$ cat src/hdl/ex_params.svh
/*
 * Execute stage parameters
 * Data width, reset PC and multiplier step width
 */
`ifndef EX_PARAMS_SVH
`define EX_PARAMS_SVH

// Data path width
`define EX_XLEN 32

// Value of the registered PC after reset
`define EX_PC_INIT 32'h0000_0200

// Multiplier bits consumed per cycle
`define EX_MUL_STEP 8

`endif

$ cat src/hdl/ex_pkg.sv
/*
 * Execute stage types
 * Opcode and multiplier state enums, instruction, exception
 * and data-memory request structs
 */
`default_nettype none
`include "ex_params.svh"

package ex_pkg;

  // Decoded operation delivered by decode
  typedef enum logic [4:0] {
    NOP,
    ADD,
    SUB,
    AND,
    OR,
    XOR,
    SLL,
    SRL,
    SRA,
    SLT,
    SLTU,
    LUI,
    LW,
    SW,
    MUL,
    BEQ,
    BNE,
    BLT,
    BGE,
    JAL,
    JALR
  } ex_op_e;

  typedef struct packed {
    logic                bubble;
    ex_op_e              op;
    logic [`EX_XLEN-1:0] imm;
  } ex_insn_t;

  typedef struct packed {
    logic misaligned_load;
    logic misaligned_store;
    logic access_fault;
  } ex_exc_t;

  // One word access on the data-memory port
  typedef struct packed {
    logic [`EX_XLEN-1:0] adr;
    logic                we;
    logic [`EX_XLEN-1:0] wdata;
  } dmem_req_t;

  typedef enum logic [1:0] {
    IDLE,
    BUSY,
    DONE
  } mul_state_e;

endpackage

`default_nettype wire

$ cat src/hdl/ex_alu.sv
/*
 * Integer ALU
 * Add, subtract, logic, shifts, compares and LUI,
 * result registered one cycle after capture
 */
`timescale 1ns/1ps
`default_nettype none
`include "ex_params.svh"

module ex_alu (
  input  wire logic                 clk_i,
  input  wire logic                 rst_ni,
  input  wire logic                 ex_stall_i,
  input  wire ex_pkg::ex_insn_t     id_insn_i,
  input  wire logic [`EX_XLEN-1:0]  opa_i,
  input  wire logic [`EX_XLEN-1:0]  opb_i,
  output logic                      alu_bubble_o,
  output logic [`EX_XLEN-1:0]       alu_r_o
);

  import ex_pkg::*;

  localparam int XLEN = `EX_XLEN;

  logic            is_alu;
  logic [4:0]      shamt;
  logic [XLEN-1:0] result;

  // RV32 shifts only look at the low 5 bits
  assign shamt = opb_i[4:0];

  always_comb
  begin
    is_alu = 1'b1;
    result = '0;
    case (id_insn_i.op)
      ADD:     result = opa_i + opb_i;
      SUB:     result = opa_i - opb_i;
      AND:     result = opa_i & opb_i;
      OR:      result = opa_i | opb_i;
      XOR:     result = opa_i ^ opb_i;
      SLL:     result = opa_i << shamt;
      SRL:     result = opa_i >> shamt;
      SRA:     result = $signed(opa_i) >>> shamt;
      SLT:     result = {{(XLEN-1){1'b0}}, $signed(opa_i) < $signed(opb_i)};
      SLTU:    result = {{(XLEN-1){1'b0}}, opa_i < opb_i};
      // Decode supplies the already shifted upper immediate
      LUI:     result = id_insn_i.imm;
      default: is_alu = 1'b0;
    endcase
    if (id_insn_i.bubble)
    begin
      is_alu = 1'b0;
    end
  end

  always_ff @(posedge clk_i or negedge rst_ni)
  begin
    if (!rst_ni)
    begin
      alu_bubble_o <= 1'b1;
      alu_r_o      <= '0;
    end
    else if (!ex_stall_i)
    begin
      alu_bubble_o <= ~is_alu;
      alu_r_o      <= result;
    end
  end

endmodule

`default_nettype wire

$ cat src/hdl/ex_bu.sv
/*
 * Branch unit
 * Resolves conditional branches and jumps under static
 * not-taken prediction, raises a one-cycle flush with target
 */
`timescale 1ns/1ps
`default_nettype none
`include "ex_params.svh"

module ex_bu (
  input  wire logic                 clk_i,
  input  wire logic                 rst_ni,
  input  wire logic                 ex_stall_i,
  input  wire logic [`EX_XLEN-1:0]  id_pc_i,
  input  wire ex_pkg::ex_insn_t     id_insn_i,
  input  wire logic [`EX_XLEN-1:0]  opa_i,
  input  wire logic [`EX_XLEN-1:0]  opb_i,
  output logic                      bu_bubble_o,
  output logic [`EX_XLEN-1:0]       bu_r_o,
  output logic                      bu_flush_o,
  output logic [`EX_XLEN-1:0]       bu_nxt_pc_o
);

  import ex_pkg::*;

  localparam int XLEN = `EX_XLEN;

  logic            taken;
  logic            is_jump;
  logic [XLEN-1:0] jalr_sum;
  logic [XLEN-1:0] target;
  logic [XLEN-1:0] link;

  assign link     = id_pc_i + XLEN'(4);
  assign jalr_sum = opa_i + id_insn_i.imm;

  always_comb
  begin
    taken   = 1'b0;
    is_jump = 1'b0;
    target  = id_pc_i + id_insn_i.imm;
    case (id_insn_i.op)
      BEQ:  taken = (opa_i == opb_i);
      BNE:  taken = (opa_i != opb_i);
      BLT:  taken = ($signed(opa_i) <  $signed(opb_i));
      BGE:  taken = ($signed(opa_i) >= $signed(opb_i));
      JAL:  is_jump = 1'b1;
      JALR:
      begin
        is_jump = 1'b1;
        target  = {jalr_sum[XLEN-1:1], 1'b0};
      end
      default: ;
    endcase
    if (id_insn_i.bubble)
    begin
      taken   = 1'b0;
      is_jump = 1'b0;
    end
  end

  // Flush is recomputed every cycle so it never lasts past one clock
  always_ff @(posedge clk_i or negedge rst_ni)
  begin
    if (!rst_ni)
    begin
      bu_flush_o  <= 1'b0;
      bu_bubble_o <= 1'b1;
      bu_r_o      <= '0;
      bu_nxt_pc_o <= `EX_PC_INIT;
    end
    else
    begin
      bu_flush_o <= ~ex_stall_i & (taken | is_jump);
      if (!ex_stall_i)
      begin
        // Only jumps write a link value
        bu_bubble_o <= ~is_jump;
        bu_r_o      <= link;
        bu_nxt_pc_o <= target;
      end
    end
  end

endmodule

`default_nettype wire

$ cat src/hdl/ex_lsu.sv
/*
 * Load/store unit
 * Word loads and stores over a request/ack data-memory port,
 * with alignment check, access fault capture and stage stall
 */
`timescale 1ns/1ps
`default_nettype none
`include "ex_params.svh"

module ex_lsu (
  input  wire logic                 clk_i,
  input  wire logic                 rst_ni,
  input  wire logic                 ex_stall_i,
  output logic                      lsu_stall_o,
  input  wire ex_pkg::ex_insn_t     id_insn_i,
  input  wire logic [`EX_XLEN-1:0]  opa_i,
  input  wire logic [`EX_XLEN-1:0]  opb_i,
  output logic                      lsu_bubble_o,
  output logic [`EX_XLEN-1:0]       lsu_r_o,
  output ex_pkg::ex_exc_t           lsu_exc_o,
  output logic                      dmem_req_o,
  output ex_pkg::dmem_req_t         dmem_o,
  input  wire logic [`EX_XLEN-1:0]  dmem_rdata_i,
  input  wire logic                 dmem_ack_i,
  input  wire logic                 dmem_err_i
);

  import ex_pkg::*;

  localparam int XLEN = `EX_XLEN;

  logic [XLEN-1:0] adr;
  logic            is_load;
  logic            is_store;
  logic            misaligned;
  logic            issue;
  logic            req_q;

  assign adr        = opa_i + id_insn_i.imm;
  assign is_load    = ~id_insn_i.bubble & (id_insn_i.op == LW);
  assign is_store   = ~id_insn_i.bubble & (id_insn_i.op == SW);
  assign misaligned = |adr[1:0];
  assign issue      = ~ex_stall_i & (is_load | is_store) & ~misaligned;

  // Stall covers the whole access, ack cycle included
  assign dmem_req_o  = req_q;
  assign lsu_stall_o = req_q;

  //////////////////////////////////////////////////
  // Control, result and exceptions
  //////////////////////////////////////////////////
  always_ff @(posedge clk_i or negedge rst_ni)
  begin
    if (!rst_ni)
    begin
      req_q        <= 1'b0;
      lsu_bubble_o <= 1'b1;
      lsu_r_o      <= '0;
      lsu_exc_o    <= '0;
    end
    else if (req_q)
    begin
      // Ack is taken even under a memory stage stall
      if (dmem_ack_i)
      begin
        req_q                  <= 1'b0;
        lsu_exc_o.access_fault <= dmem_err_i;
        if (!dmem_o.we)
        begin
          lsu_r_o <= dmem_rdata_i;
        end
      end
    end
    else if (!ex_stall_i)
    begin
      req_q        <= issue;
      lsu_bubble_o <= ~(is_load | is_store);
      lsu_r_o      <= '0;
      lsu_exc_o    <= '{misaligned_load:  is_load & misaligned,
                        misaligned_store: is_store & misaligned,
                        access_fault:     1'b0};
    end
  end

  //////////////////////////////////////////////////
  // Request payload, held until the ack
  //////////////////////////////////////////////////
  always_ff @(posedge clk_i)
  begin
    if (issue)
    begin
      dmem_o <= '{adr: adr, we: is_store, wdata: opb_i};
    end
  end

endmodule

`default_nettype wire

$ cat src/hdl/ex_mul.sv
/*
 * Iterative multiplier
 * Shift-add over several multiplier bits per cycle, stalls the
 * stage while busy, returns the low word of the product
 */
`timescale 1ns/1ps
`default_nettype none
`include "ex_params.svh"

module ex_mul (
  input  wire logic                 clk_i,
  input  wire logic                 rst_ni,
  input  wire logic                 mem_stall_i,
  input  wire logic                 ex_stall_i,
  output logic                      mul_stall_o,
  input  wire ex_pkg::ex_insn_t     id_insn_i,
  input  wire logic [`EX_XLEN-1:0]  opa_i,
  input  wire logic [`EX_XLEN-1:0]  opb_i,
  output logic                      mul_bubble_o,
  output logic [`EX_XLEN-1:0]       mul_r_o
);

  import ex_pkg::*;

  localparam int XLEN  = `EX_XLEN;
  localparam int STEP  = `EX_MUL_STEP;
  localparam int STEPS = XLEN / STEP;
  localparam int CNT_W = $clog2(STEPS);

  mul_state_e       state_q;
  logic [CNT_W-1:0] cnt_q;
  logic [XLEN-1:0]  mcand_q;
  logic [XLEN-1:0]  mplier_q;
  logic             start;
  logic             advance;

  // Partial product of the multiplicand with one slice of multiplier bits
  function automatic logic [XLEN-1:0] slice_sum(input logic [XLEN-1:0] mcand,
                                                input logic [STEP-1:0] bits);
    logic [XLEN-1:0] sum;
    sum = '0;
    for (int i = 0; i < STEP; i++)
    begin
      if (bits[i])
      begin
        sum = sum + (mcand << i);
      end
    end
    return sum;
  endfunction

  assign start        = ~ex_stall_i & ~id_insn_i.bubble & (id_insn_i.op == MUL);
  assign advance      = (state_q == BUSY) & ~mem_stall_i;
  assign mul_stall_o  = (state_q == BUSY);
  assign mul_bubble_o = (state_q == IDLE);

  always_ff @(posedge clk_i or negedge rst_ni)
  begin
    if (!rst_ni)
    begin
      state_q <= IDLE;
      cnt_q   <= '0;
      mul_r_o <= '0;
    end
    else if (advance)
    begin
      cnt_q   <= cnt_q + 1'b1;
      mul_r_o <= mul_r_o + slice_sum(mcand_q, mplier_q[STEP-1:0]);
      if (cnt_q == CNT_W'(STEPS - 1))
      begin
        state_q <= DONE;
      end
    end
    else if (!ex_stall_i)
    begin
      state_q <= start ? BUSY : IDLE;
      cnt_q   <= '0;
      if (start)
      begin
        mul_r_o <= '0;
      end
    end
  end

  // Operand shifters walk one slice per step
  always_ff @(posedge clk_i)
  begin
    if (start)
    begin
      mcand_q  <= opa_i;
      mplier_q <= opb_i;
    end
    else if (advance)
    begin
      mcand_q  <= mcand_q << STEP;
      mplier_q <= mplier_q >> STEP;
    end
  end

endmodule

`default_nettype wire

$ cat src/hdl/ex_stage.sv
/*
 * Execute stage top
 * Operand bypass, PC and instruction registers, ALU, branch,
 * load/store and multiply units, result select and stall
 */
`timescale 1ns/1ps
`default_nettype none
`include "ex_params.svh"

module ex_stage (
  input  wire logic                 clk_i,
  input  wire logic                 rst_ni,
  // From decode and register file
  input  wire logic [`EX_XLEN-1:0]  id_pc_i,
  input  wire ex_pkg::ex_insn_t     id_insn_i,
  input  wire logic [`EX_XLEN-1:0]  id_opa_i,
  input  wire logic [`EX_XLEN-1:0]  id_opb_i,
  input  wire logic [`EX_XLEN-1:0]  rf_srcv1_i,
  input  wire logic [`EX_XLEN-1:0]  rf_srcv2_i,
  input  wire logic                 id_userf_opa_i,
  input  wire logic                 id_userf_opb_i,
  input  wire logic                 id_bypex_opa_i,
  input  wire logic                 id_bypex_opb_i,
  // To memory stage
  output logic [`EX_XLEN-1:0]       ex_pc_o,
  output ex_pkg::ex_insn_t          ex_insn_o,
  output logic [`EX_XLEN-1:0]       ex_r_o,
  output ex_pkg::ex_exc_t           ex_exc_o,
  // Redirect and stall
  output logic                      bu_flush_o,
  output logic [`EX_XLEN-1:0]       bu_nxt_pc_o,
  output logic                      ex_stall_o,
  input  wire logic                 mem_stall_i,
  // Data memory
  output logic                      dmem_req_o,
  output ex_pkg::dmem_req_t         dmem_o,
  input  wire logic [`EX_XLEN-1:0]  dmem_rdata_i,
  input  wire logic                 dmem_ack_i,
  input  wire logic                 dmem_err_i
);

  import ex_pkg::*;

  localparam int XLEN = `EX_XLEN;

  logic [XLEN-1:0] opa;
  logic [XLEN-1:0] opb;
  logic [XLEN-1:0] alu_r, bu_r, lsu_r, mul_r;
  logic            alu_bubble, bu_bubble, lsu_bubble, mul_bubble;
  logic            lsu_stall, mul_stall;
  ex_op_e          op_q;
  logic [XLEN-1:0] imm_q;

  // Previous result first, then register file, then decode value
  function automatic logic [XLEN-1:0] bypass(input logic            bypex,
                                             input logic            userf,
                                             input logic [XLEN-1:0] ex_r,
                                             input logic [XLEN-1:0] rf,
                                             input logic [XLEN-1:0] id);
    return bypex ? ex_r : (userf ? rf : id);
  endfunction

  assign opa = bypass(id_bypex_opa_i, id_userf_opa_i, ex_r_o, rf_srcv1_i, id_opa_i);
  assign opb = bypass(id_bypex_opb_i, id_userf_opb_i, ex_r_o, rf_srcv2_i, id_opb_i);

  //////////////////////////////////////////////////
  // PC and instruction
  //////////////////////////////////////////////////
  always_ff @(posedge clk_i or negedge rst_ni)
  begin
    if (!rst_ni)
    begin
      ex_pc_o <= `EX_PC_INIT;
      op_q    <= NOP;
      imm_q   <= '0;
    end
    else if (!ex_stall_o)
    begin
      ex_pc_o <= id_pc_i;
      op_q    <= id_insn_i.op;
      imm_q   <= id_insn_i.imm;
    end
  end

  ex_alu u_alu (
    .clk_i        ( clk_i      ),
    .rst_ni       ( rst_ni     ),
    .ex_stall_i   ( ex_stall_o ),
    .id_insn_i    ( id_insn_i  ),
    .opa_i        ( opa        ),
    .opb_i        ( opb        ),
    .alu_bubble_o ( alu_bubble ),
    .alu_r_o      ( alu_r      )
  );

  ex_bu u_bu (
    .clk_i       ( clk_i       ),
    .rst_ni      ( rst_ni      ),
    .ex_stall_i  ( ex_stall_o  ),
    .id_pc_i     ( id_pc_i     ),
    .id_insn_i   ( id_insn_i   ),
    .opa_i       ( opa         ),
    .opb_i       ( opb         ),
    .bu_bubble_o ( bu_bubble   ),
    .bu_r_o      ( bu_r        ),
    .bu_flush_o  ( bu_flush_o  ),
    .bu_nxt_pc_o ( bu_nxt_pc_o )
  );

  ex_lsu u_lsu (
    .clk_i        ( clk_i        ),
    .rst_ni       ( rst_ni       ),
    .ex_stall_i   ( ex_stall_o   ),
    .lsu_stall_o  ( lsu_stall    ),
    .id_insn_i    ( id_insn_i    ),
    .opa_i        ( opa          ),
    .opb_i        ( opb          ),
    .lsu_bubble_o ( lsu_bubble   ),
    .lsu_r_o      ( lsu_r        ),
    .lsu_exc_o    ( ex_exc_o     ),
    .dmem_req_o   ( dmem_req_o   ),
    .dmem_o       ( dmem_o       ),
    .dmem_rdata_i ( dmem_rdata_i ),
    .dmem_ack_i   ( dmem_ack_i   ),
    .dmem_err_i   ( dmem_err_i   )
  );

  ex_mul u_mul (
    .clk_i        ( clk_i       ),
    .rst_ni       ( rst_ni      ),
    .mem_stall_i  ( mem_stall_i ),
    .ex_stall_i   ( ex_stall_o  ),
    .mul_stall_o  ( mul_stall   ),
    .id_insn_i    ( id_insn_i   ),
    .opa_i        ( opa         ),
    .opb_i        ( opb         ),
    .mul_bubble_o ( mul_bubble  ),
    .mul_r_o      ( mul_r       )
  );

  //////////////////////////////////////////////////
  // Result select and stall
  //////////////////////////////////////////////////
  always_comb
  begin
    if (!lsu_bubble)
    begin
      ex_r_o = lsu_r;
    end
    else if (!mul_bubble)
    begin
      ex_r_o = mul_r;
    end
    else if (!bu_bubble)
    begin
      ex_r_o = bu_r;
    end
    else
    begin
      ex_r_o = alu_r;
    end
  end

  assign ex_insn_o = '{bubble: alu_bubble & bu_bubble & lsu_bubble & mul_bubble,
                       op:     op_q,
                       imm:    imm_q};

  assign ex_stall_o = mem_stall_i | lsu_stall | mul_stall;

endmodule

`default_nettype wire

$ cat config.mk
export PLATFORM = sky130hd
export DESIGN_NAME = ex_stage
export DESIGN_NICKNAME = d
export VERILOG_FILES = /design/src/hdl/ex_pkg.sv /design/src/hdl/ex_alu.sv /design/src/hdl/ex_bu.sv /design/src/hdl/ex_lsu.sv /design/src/hdl/ex_mul.sv /design/src/hdl/ex_stage.sv
export VERILOG_INCLUDE_DIRS = /design/src /design/src/hdl
export SDC_FILE = /design/constraint.sdc
export NUM_CORES = 2
export LEC_CHECK = 0
export ABC_AREA = 1
export BUFFER_PORTS_ARGS = -buffer_cell sky130_fd_sc_hd__buf_2
export CAP_MARGIN = 20
export CELL_PAD_IN_SITES_DETAIL_PLACEMENT = 1
export CELL_PAD_IN_SITES_GLOBAL_PLACEMENT = 1
export CORE_ASPECT_RATIO = 1.4
export CORE_MARGIN = 5
export CORE_UTILIZATION = 47
export DETAILED_ROUTE_END_ITERATION = 16
export MAX_ROUTING_LAYER = met4
export PLACE_DENSITY_LB_ADDON = 0.1
export SLEW_MARGIN = 0
export SYNTH_ARGS = -nofsm -noshare
export SYNTH_HDL_FRONTEND = slang
export SYNTH_SLANG_ARGS = --single-unit
$ cat constraint.sdc
create_clock -name clk_i -period 19.7 [get_ports clk_i]
set_input_delay 5.91 -clock clk_i [delete_from_list [all_inputs] [get_ports clk_i]]
set_output_delay 5.91 -clock clk_i [all_outputs]
set_load 0.005 [all_outputs]
# After elaboration in Yosys (flattened, before gate mapping)
# Cells that the tools add are included.
[totals] regBits=370 out_inout_bits=205 elab_cells=164 inputBits=239
[classes] shifts=3 n_mux=54 bitwise=28 eq_ne=29 order_cmp=3 n_reduce_logical=10 addsub=14
[ops] operator="two-way mux 32 bit" n=35
[ops] operator="adder 32 bit" n=11
[ops] operator="one-hot mux 32 bit (11 select lines)" n=1
[ops] operator="less-than comparator 32 bit" n=2
[ops] operator="== test 5 x 4 -> 1 bit (second input constant)" n=8
[ops] operator="adder 32 x 3 -> 32 bit (second input constant)" n=1
[ops] operator="bitwise AND 32 bit" n=1
[ops] operator="== test 32 bit" n=1
[ops] operator=">= comparator 32 bit" n=1
[ops] operator="!= test 32 bit" n=1
[ops] operator="bitwise OR 32 bit" n=1
[ops] operator="left shift 32 x 5 -> 32 bit" n=1
[ops] operator="right shift 32 x 5 -> 32 bit" n=1
[ops] operator=">>> shifter 32 x 5 -> 32 bit" n=1
[ops] operator="subtractor 32 bit" n=1
[ops] operator="XOR 32 bit" n=1
[ops] operator="== test 5 bit (second input constant)" n=5
[ops] operator="== test 5 x 3 -> 1 bit (second input constant)" n=4
[ops] operator="bitwise AND 1 bit" n=13
[ops] operator="two-way mux 1 bit" n=12
[ops] operator="OR reduction 11 bit" n=1
[ops] operator="== test 5 x 2 -> 1 bit (second input constant)" n=2
[ops] operator="two-way mux 2 bit" n=5
[ops] operator="inverter 1 bit" n=8
[ops] operator="other kinds (13)" n=23

# Depth between registers and ports, before layout
[logic_depth] depth_word=26 depth_mapped=84 mapped_depth_nobuf=81

# Cells and area by module
# Synthesis repeated with hierarchy kept, for this count alone.
[unflattened] cells_unflattened=8347 hier_area_um2=50634.8
[by_module_without_submodules] mod="ex_mul" cells_per_inst=2959 seq_area_each_um2=2822.7 area_each_um2=18637.9 instances=1
[by_module_without_submodules] mod="ex_alu" cells_per_inst=2367 seq_area_each_um2=827.0 area_each_um2=11910.2 instances=1
[by_module_without_submodules] mod="ex_bu" cells_per_inst=1328 seq_area_each_um2=1654.1 area_each_um2=8256.7 instances=1
[by_module_without_submodules] mod="ex_stage" cells_per_inst=963 seq_area_each_um2=1727.9 area_each_um2=6015.8 instances=1
[by_module_without_submodules] mod="ex_lsu" cells_per_inst=730 seq_area_each_um2=2879.0 area_each_um2=5814.3 instances=1

# Worst setup path after synthesis
# No wires, ideal clock.
[synth_timing] kind="input-to-reg" from="input port id_bypex_opa_i" to="register u_lsu.dmem_o[0] (netlist name)" arrival_ps=14042 path_slack_ps=5006 cell_stages=12 n_path_buf=2 setup_ps=652 cell_sequence="inv_2 buf_2 buf_2 o211ai_1 o21ai_0 ha_1 inv_1 fa_1 inv_1 nor2_1 inv_1 nor4_1"
[synth_via] elab_chain_len=5
[synth_lines] item="start, declared" line_no="ex_stage.sv:22" text="input wire logic id_bypex_opa_i,"
[synth_lines] item="two-way mux 32 bit" line_no="ex_stage.sv:60" text="return bypex ? ex_r : (userf ? rf : id);"
[synth_lines] item="via opa[0]" line_no="ex_stage.sv:46" text="logic [XLEN-1:0] opa;"
[synth_lines] item="adder 32 bit"
[synth_lines] item="via u_bu.jalr_sum[1]" line_no="ex_bu.sv:30" text="logic [XLEN-1:0] jalr_sum;"
[synth_lines] item="OR reduction 2 bit" line_no="ex_lsu.sv:42" text="assign misaligned = |adr[1:0];"
[synth_lines] item="inverter 1 bit" line_no="ex_lsu.sv:43" text="assign issue = ~ex_stall_i & (is_load | is_store) & ~misaligned;"
[synth_lines] item="bitwise AND 1 bit" line_no="ex_lsu.sv:43"
[synth_lines] item="via u_lsu.issue" line_no="ex_lsu.sv:36" text="logic issue;"
# The timed path passes the listed nets, and every way through them passes these cells.
# A chain may end at the register's enable or synchronous reset.

# Worst setup path after layout
[layout_timing] from="register u_mul.mplier_q[0]" to="register u_mul.mul_r_o[31]"
[layout_via] elab_chain_len=25
[layout_lines] item="start, declared" line_no="ex_mul.sv:33" text="logic [XLEN-1:0] mplier_q;"
[layout_lines] item="start signal, assigned" line_no="ex_mul.sv:91" text="mplier_q <= opb_i;"
[layout_lines] item="start signal, assigned" line_no="ex_mul.sv:96" text="mplier_q <= mplier_q >> STEP;"
[layout_lines] item="two-way mux 32 bit (*)" line_no="ex_mul.sv:44" text="if (bits[i])"
[layout_lines] item="two-way mux 32 bit (*)" line_no="ex_mul.sv:65" text="else if (advance)"
[layout_lines] item="adder 32 bit" line_no="ex_mul.sv:46" text="sum = sum + (mcand << i);"
[layout_lines] item="two-way mux 32 bit (*)" line_no="ex_mul.sv:44"
[layout_lines] item="two-way mux 32 bit (*)" line_no="ex_mul.sv:65"
[layout_lines] item="adder 32 bit" line_no="ex_mul.sv:46"
[layout_lines] item="two-way mux 32 bit (*)" line_no="ex_mul.sv:44"
[layout_lines] item="two-way mux 32 bit (*)" line_no="ex_mul.sv:65"
[layout_lines] item="(+9 left out)"
[layout_lines] item="adder 32 bit" line_no="ex_mul.sv:46"
[layout_lines] item="two-way mux 32 bit (*)" line_no="ex_mul.sv:44"
[layout_lines] item="two-way mux 32 bit (*)" line_no="ex_mul.sv:65"
[layout_lines] item="adder 32 bit" line_no="ex_mul.sv:46"
[layout_lines] item="two-way mux 32 bit (*)" line_no="ex_mul.sv:44"
[layout_lines] item="two-way mux 32 bit (*)" line_no="ex_mul.sv:65"
[layout_lines] item="adder 32 bit (*)" line_no="ex_mul.sv:68" text="mul_r_o <= mul_r_o + slice_sum(mcand_q, mplier_q[STEP-1:0]);"
[layout_lines] item="two-way mux 32 bit (*)" line_no="ex_mul.sv:65"
[layout_lines] item="end signal, assigned" line_no="ex_mul.sv:68"
[layout_lines] item="end, declared" line_no="ex_mul.sv:20" text="output logic [`EX_XLEN-1:0] mul_r_o"
# Mark *: on every way between the ends. The rest lies on a longest branch, timed or not. The select of a mux whose other input is x is not followed.

==> impl_summary.txt <==
----------------------------------------------------
[Outcome]
  Outcome ... complete, but fails checks
  Violations in the final reports ... max-capacitance violations, max-slew violations

[Timing]
  Final min period ... 14,520 ps
  Sum of negative setup slack ... 0 ps
  Unrepaired setup endpoints after global routing ... false
  Maximum operating frequency ... 0.0689 GHz
  Final setup fails ... 0
  Hold slack ... 485 ps
  Final Hold Fails ... 0
  Headroom to the max-slew limit ... -23.1%
  Share of the cycle needed by the critical path after routing ... 73.7%
  Max-slew violation count ... 2
  Clock tree skew after final layout ... 48.3 ps
  Slew at the pin closest to its max-slew limit ... 1830 ps

[Clock network]
  Total clock buffers created by CTS ... 38
  H-tree levels ... 2
  Clock-pin slew of the registers on the worst-case setup and hold paths ... 70 ps
  Total of cells resized after clock tree synthesis ... 0
  Setup Buffers After CTS ... 0
  Clock tree root driver cell ... clkbuf_16
  Clock insertion delay at the later pin of the skew report ... 620 ps
  TritonCTS clock tree ... built
  Sink Count ... 368
  Clock Tree Buf Depth ... 3
  Post-CTS Hold Buffers ... 0

[Setup path]
  Sort of element at the end of the critical path ... register
  Critical path start-end classification ... register to register
  Critical-path maximum fanout ... 38
  Largest stage delay on the critical path ... 550 ps
  Type of origin of the critical path ... register
  Data required, critical path ... 20,250 ps
  Data arrival, critical path ... 15,070 ps
  Critical-path top delay cell ... nor4_1
  Worst reg-to-reg setup slack ... 5180 ps
  Cell repeated most along the worst path ... nand2_1

[Logic synthesis]
  Yosys top cell by area ... nand2_1
  Cells after Synth ... 6,576
  Post-Syn Area ... 42,800 µm²
  Synthesized netlist net count ... 7,218
  Fraction of synthesized cell area taken by the top area cell type ... 15.1%
  Mux cell area share after synthesis ... 0.0468%
  Simple-Gate Fraction of Synth Area ... 29.7%
  Share of synthesized registers carrying an async set or reset ... 64.9%
  Largest family of logic cells by synthesized area ... simple AND/OR/NAND/NOR gates
  Post-Synth XOR/XNOR Area ... 3.46%
  Predominant post-synthesis flop cell ... dfrtp_1
  Largest cells by area after synthesis ... nand2_1 15%, dfrtp_1 14%, ha_1 11%, edfxtp_1 9.1%, inv_1 6.3%
  Number of enable flip-flop cells after synthesis ... 129
  Most common cell in the synthesized netlist ... nand2_1
  Number of distinct library cells after synthesis ... 73
  Leading cell types by count after synthesis ... 1,716 x nand2_1, 717 x inv_1, 524 x o21ai_0, 499 x a21oi_1, 490 x nand3_1
  Complex-gate fraction of the synthesized area ... 22.6%
  Adder-cell area share of the yosys netlist ... 12.0%
  Flip-flop and latch count after synthesis ... 368
  Part of the Yosys area used for sequential elements ... 23.1%
  Count of yosys warnings during synthesis ... 0
  Post-synthesis area per instance ... 6.50 µm²

[Detailed routing]
  1st-pass router iterations ... 10
  Via/cell ratio ... 6.51
  Vias ... 53,261
  Routed WL per cell ... 30.6 µm
  Routed wire length on met3 ... 24,800 µm
  Wire length after detailed routing ... 251,000 µm
  DR DRC count ... 0
  Max layer used ... met4
  M1 WL ... 84,100 µm
  Number of DRC violations after detailed-routing iteration 0 ... 5,648
  Routed length on met2 ... 108,000 µm
  Number of nets with antenna violations after detailed routing ... 0

[Final layout]
  Number of nets in the layout ... 7,559
  Footprint of the multi-input gates ... 29,100 µm²
  Filler Cells Inserted ... 12,420
  Layout cells sized above 1 ... 12.2%
  Sequential cell area ... 9860 µm²
  Post-Layout Cell Count ... 8,177
  Post-synthesis to final-layout area growth ... 11.3%

[Run]
  MaxCap Viol Count ... 1

[Min path]
  Path type of the worst min-delay path ... register to register

[Global routing]
  Antenna violations before repair ... 37
  GR Util All Layers ... 50.5%
  Wire length of the first global-routing pass ... 358,000 µm
  Number of global-route vias before repair ... 54,962
  Global route total overflow ... 0
  Largest net degree at the start of global routing ... 115

[Floorplan]
  Core Footprint ... 90,800 µm²
  Count of pins on the block boundary ... 444
  Num rows ... 131
  Die span in x ... 265 µm
  Starting utilization of the core area ... 47.1%
  Height of the die ... 367 µm
  Overall die area ... 97,200 µm²

[Power and ir drop]
  Power density of the placed cells ... 76.1 nW/µm²
  Design Power ... 3.62 mW
  Static power due to leakage ... 24.0 nW
  IR Drop Worst-Case VDD ... 0.0689 mV

[Placement]
  Port-buffer cells ... 443
  Number of instances in the placed design ... 8,064
  Routability Congestion ... 1.08
  Post-DP HPWL ... 198,000 µm

----------------------------------------------------
-- placed cells by master (no fill, tap or decap), drive strengths merged, types with 17 or more instances in the layout --
cell type	synthesis	routed
nor3	77	77
a21oi	502	502
ha	391	391
nand2	1731	1731
o21a	32	32
a31oi	56	56
xnor2	57	57
nand4	47	47
o21bai	25	25
inv	731	737
a21o	36	36
diode	0	34
xor2	112	112
buf	100	552
or2	110	110
o21ai	735	735
a221oi	35	35
o211ai	94	94
nor2	423	423
clkbuf	153	52
o221ai	17	17
and2	48	48
nand3	493	493
nand3b	18	18
a21boi	21	21
edfxtp	129	129
o22ai	41	41
dfrtp	234	234
nor4	25	25
-- report_power, final --
group	leakage (nW)	switching, mW	internal (mW)
logic	19.2	1.29	0.518
registers	4.18	0.121	0.911
clock network	0.613	0.373	0.408
-- routing by layer --
layer | up-vias | GRT usage [%]
met3 | 1451 | 13.2
met1 | 25457 | 52.0
met4 | 0 | 50.6
met5 | - | -
met2 | 3415 | 76.1
li1 | 22938 | -
-- cells by family (layout without fill, tap and decap cells) --
logic type / count (synthesis) / in the layout
adders and majority gates: 403 / 403
muxes: 2 / 2
other: 0 / 34
buffers and inverters: 991 / 1361
xor gates and xnor gates: 169 / 169
DFF: 368 / 368
AOI/OAI and AO/OA: 1662 / 1662
and+or+nand+nor: 2981 / 2981
-- worst paths after layout --
check | from | endpoint | cells past startpoint
worst max-delay path | u_mul.mplier_q[0] | u_mul.mul_r_o[31] | 75
worst min-delay path | ex_pc_o[21] | ex_pc_o[21] | 2
worst max register to register | u_mul.mplier_q[0] | u_mul.mul_r_o[31] | 75
worst min register to register | ex_pc_o[21] | ex_pc_o[21] | 2
max in group asynchronous | rst_ni | u_bu.bu_r_o[20] | 2
min in group asynchronous | rst_ni | imm_q[12] | 1
-- per-stage QoR --
stage          setup slack (ps)  instance area, µm²  utilization, %
2_1_floorplan              5010               42800               -
3_3_place_gp               5930               46200            50.8
3_5_place_dp               5580               46200            50.8
4_1_cts                    5450               47400            52.2
5_1_grt                    4010               47600            52.4
6_report                   5180               47600            52.4
-- sequential cells by signal, summed over array words and instances (netlist names) --
register	cells
u_alu.alu_bubble_o	1
u_mul.state_q	2
u_alu.alu_r_o	32
imm_q	32
op_q	5
u_lsu.dmem_o	65
u_mul.mul_r_o	32
u_mul.mcand_q	32
u_mul.cnt_q	2
u_lsu.lsu_exc_o	3
u_bu.bu_nxt_pc_o	32
u_bu.bu_bubble_o	1
ex_pc_o	32
u_bu.bu_flush_o	1
u_lsu.lsu_r_o	32
u_lsu.dmem_req_o	1
u_bu.bu_r_o	30
u_lsu.lsu_bubble_o	1
u_mul.mplier_q	32
-- area by class of cell --
type | instances | share of cell area [%]
clock inverter | 19 | 0.426
timing repair buffer | 554 | 6.49
multi-input combinational | 5217 | 61.0
sequential | 368 | 20.7
antenna | 34 | 0.179
inverter | 738 | 5.82
tap | 1197 | 3.15
clock buffer | 50 | 2.20
-- worst max-delay path, delay by kind of cell (launching register included) --
family,cells,cell delay (ps)
and+or+nand+nor,34,5070
DFF,1,320
AOI/OAI and AO/OA,20,4420
adders and majority gates,8,2700
xor gates and xnor gates,5,960
buffers and inverters,8,990
Note: power is estimated with default switching activity, not from simulation.
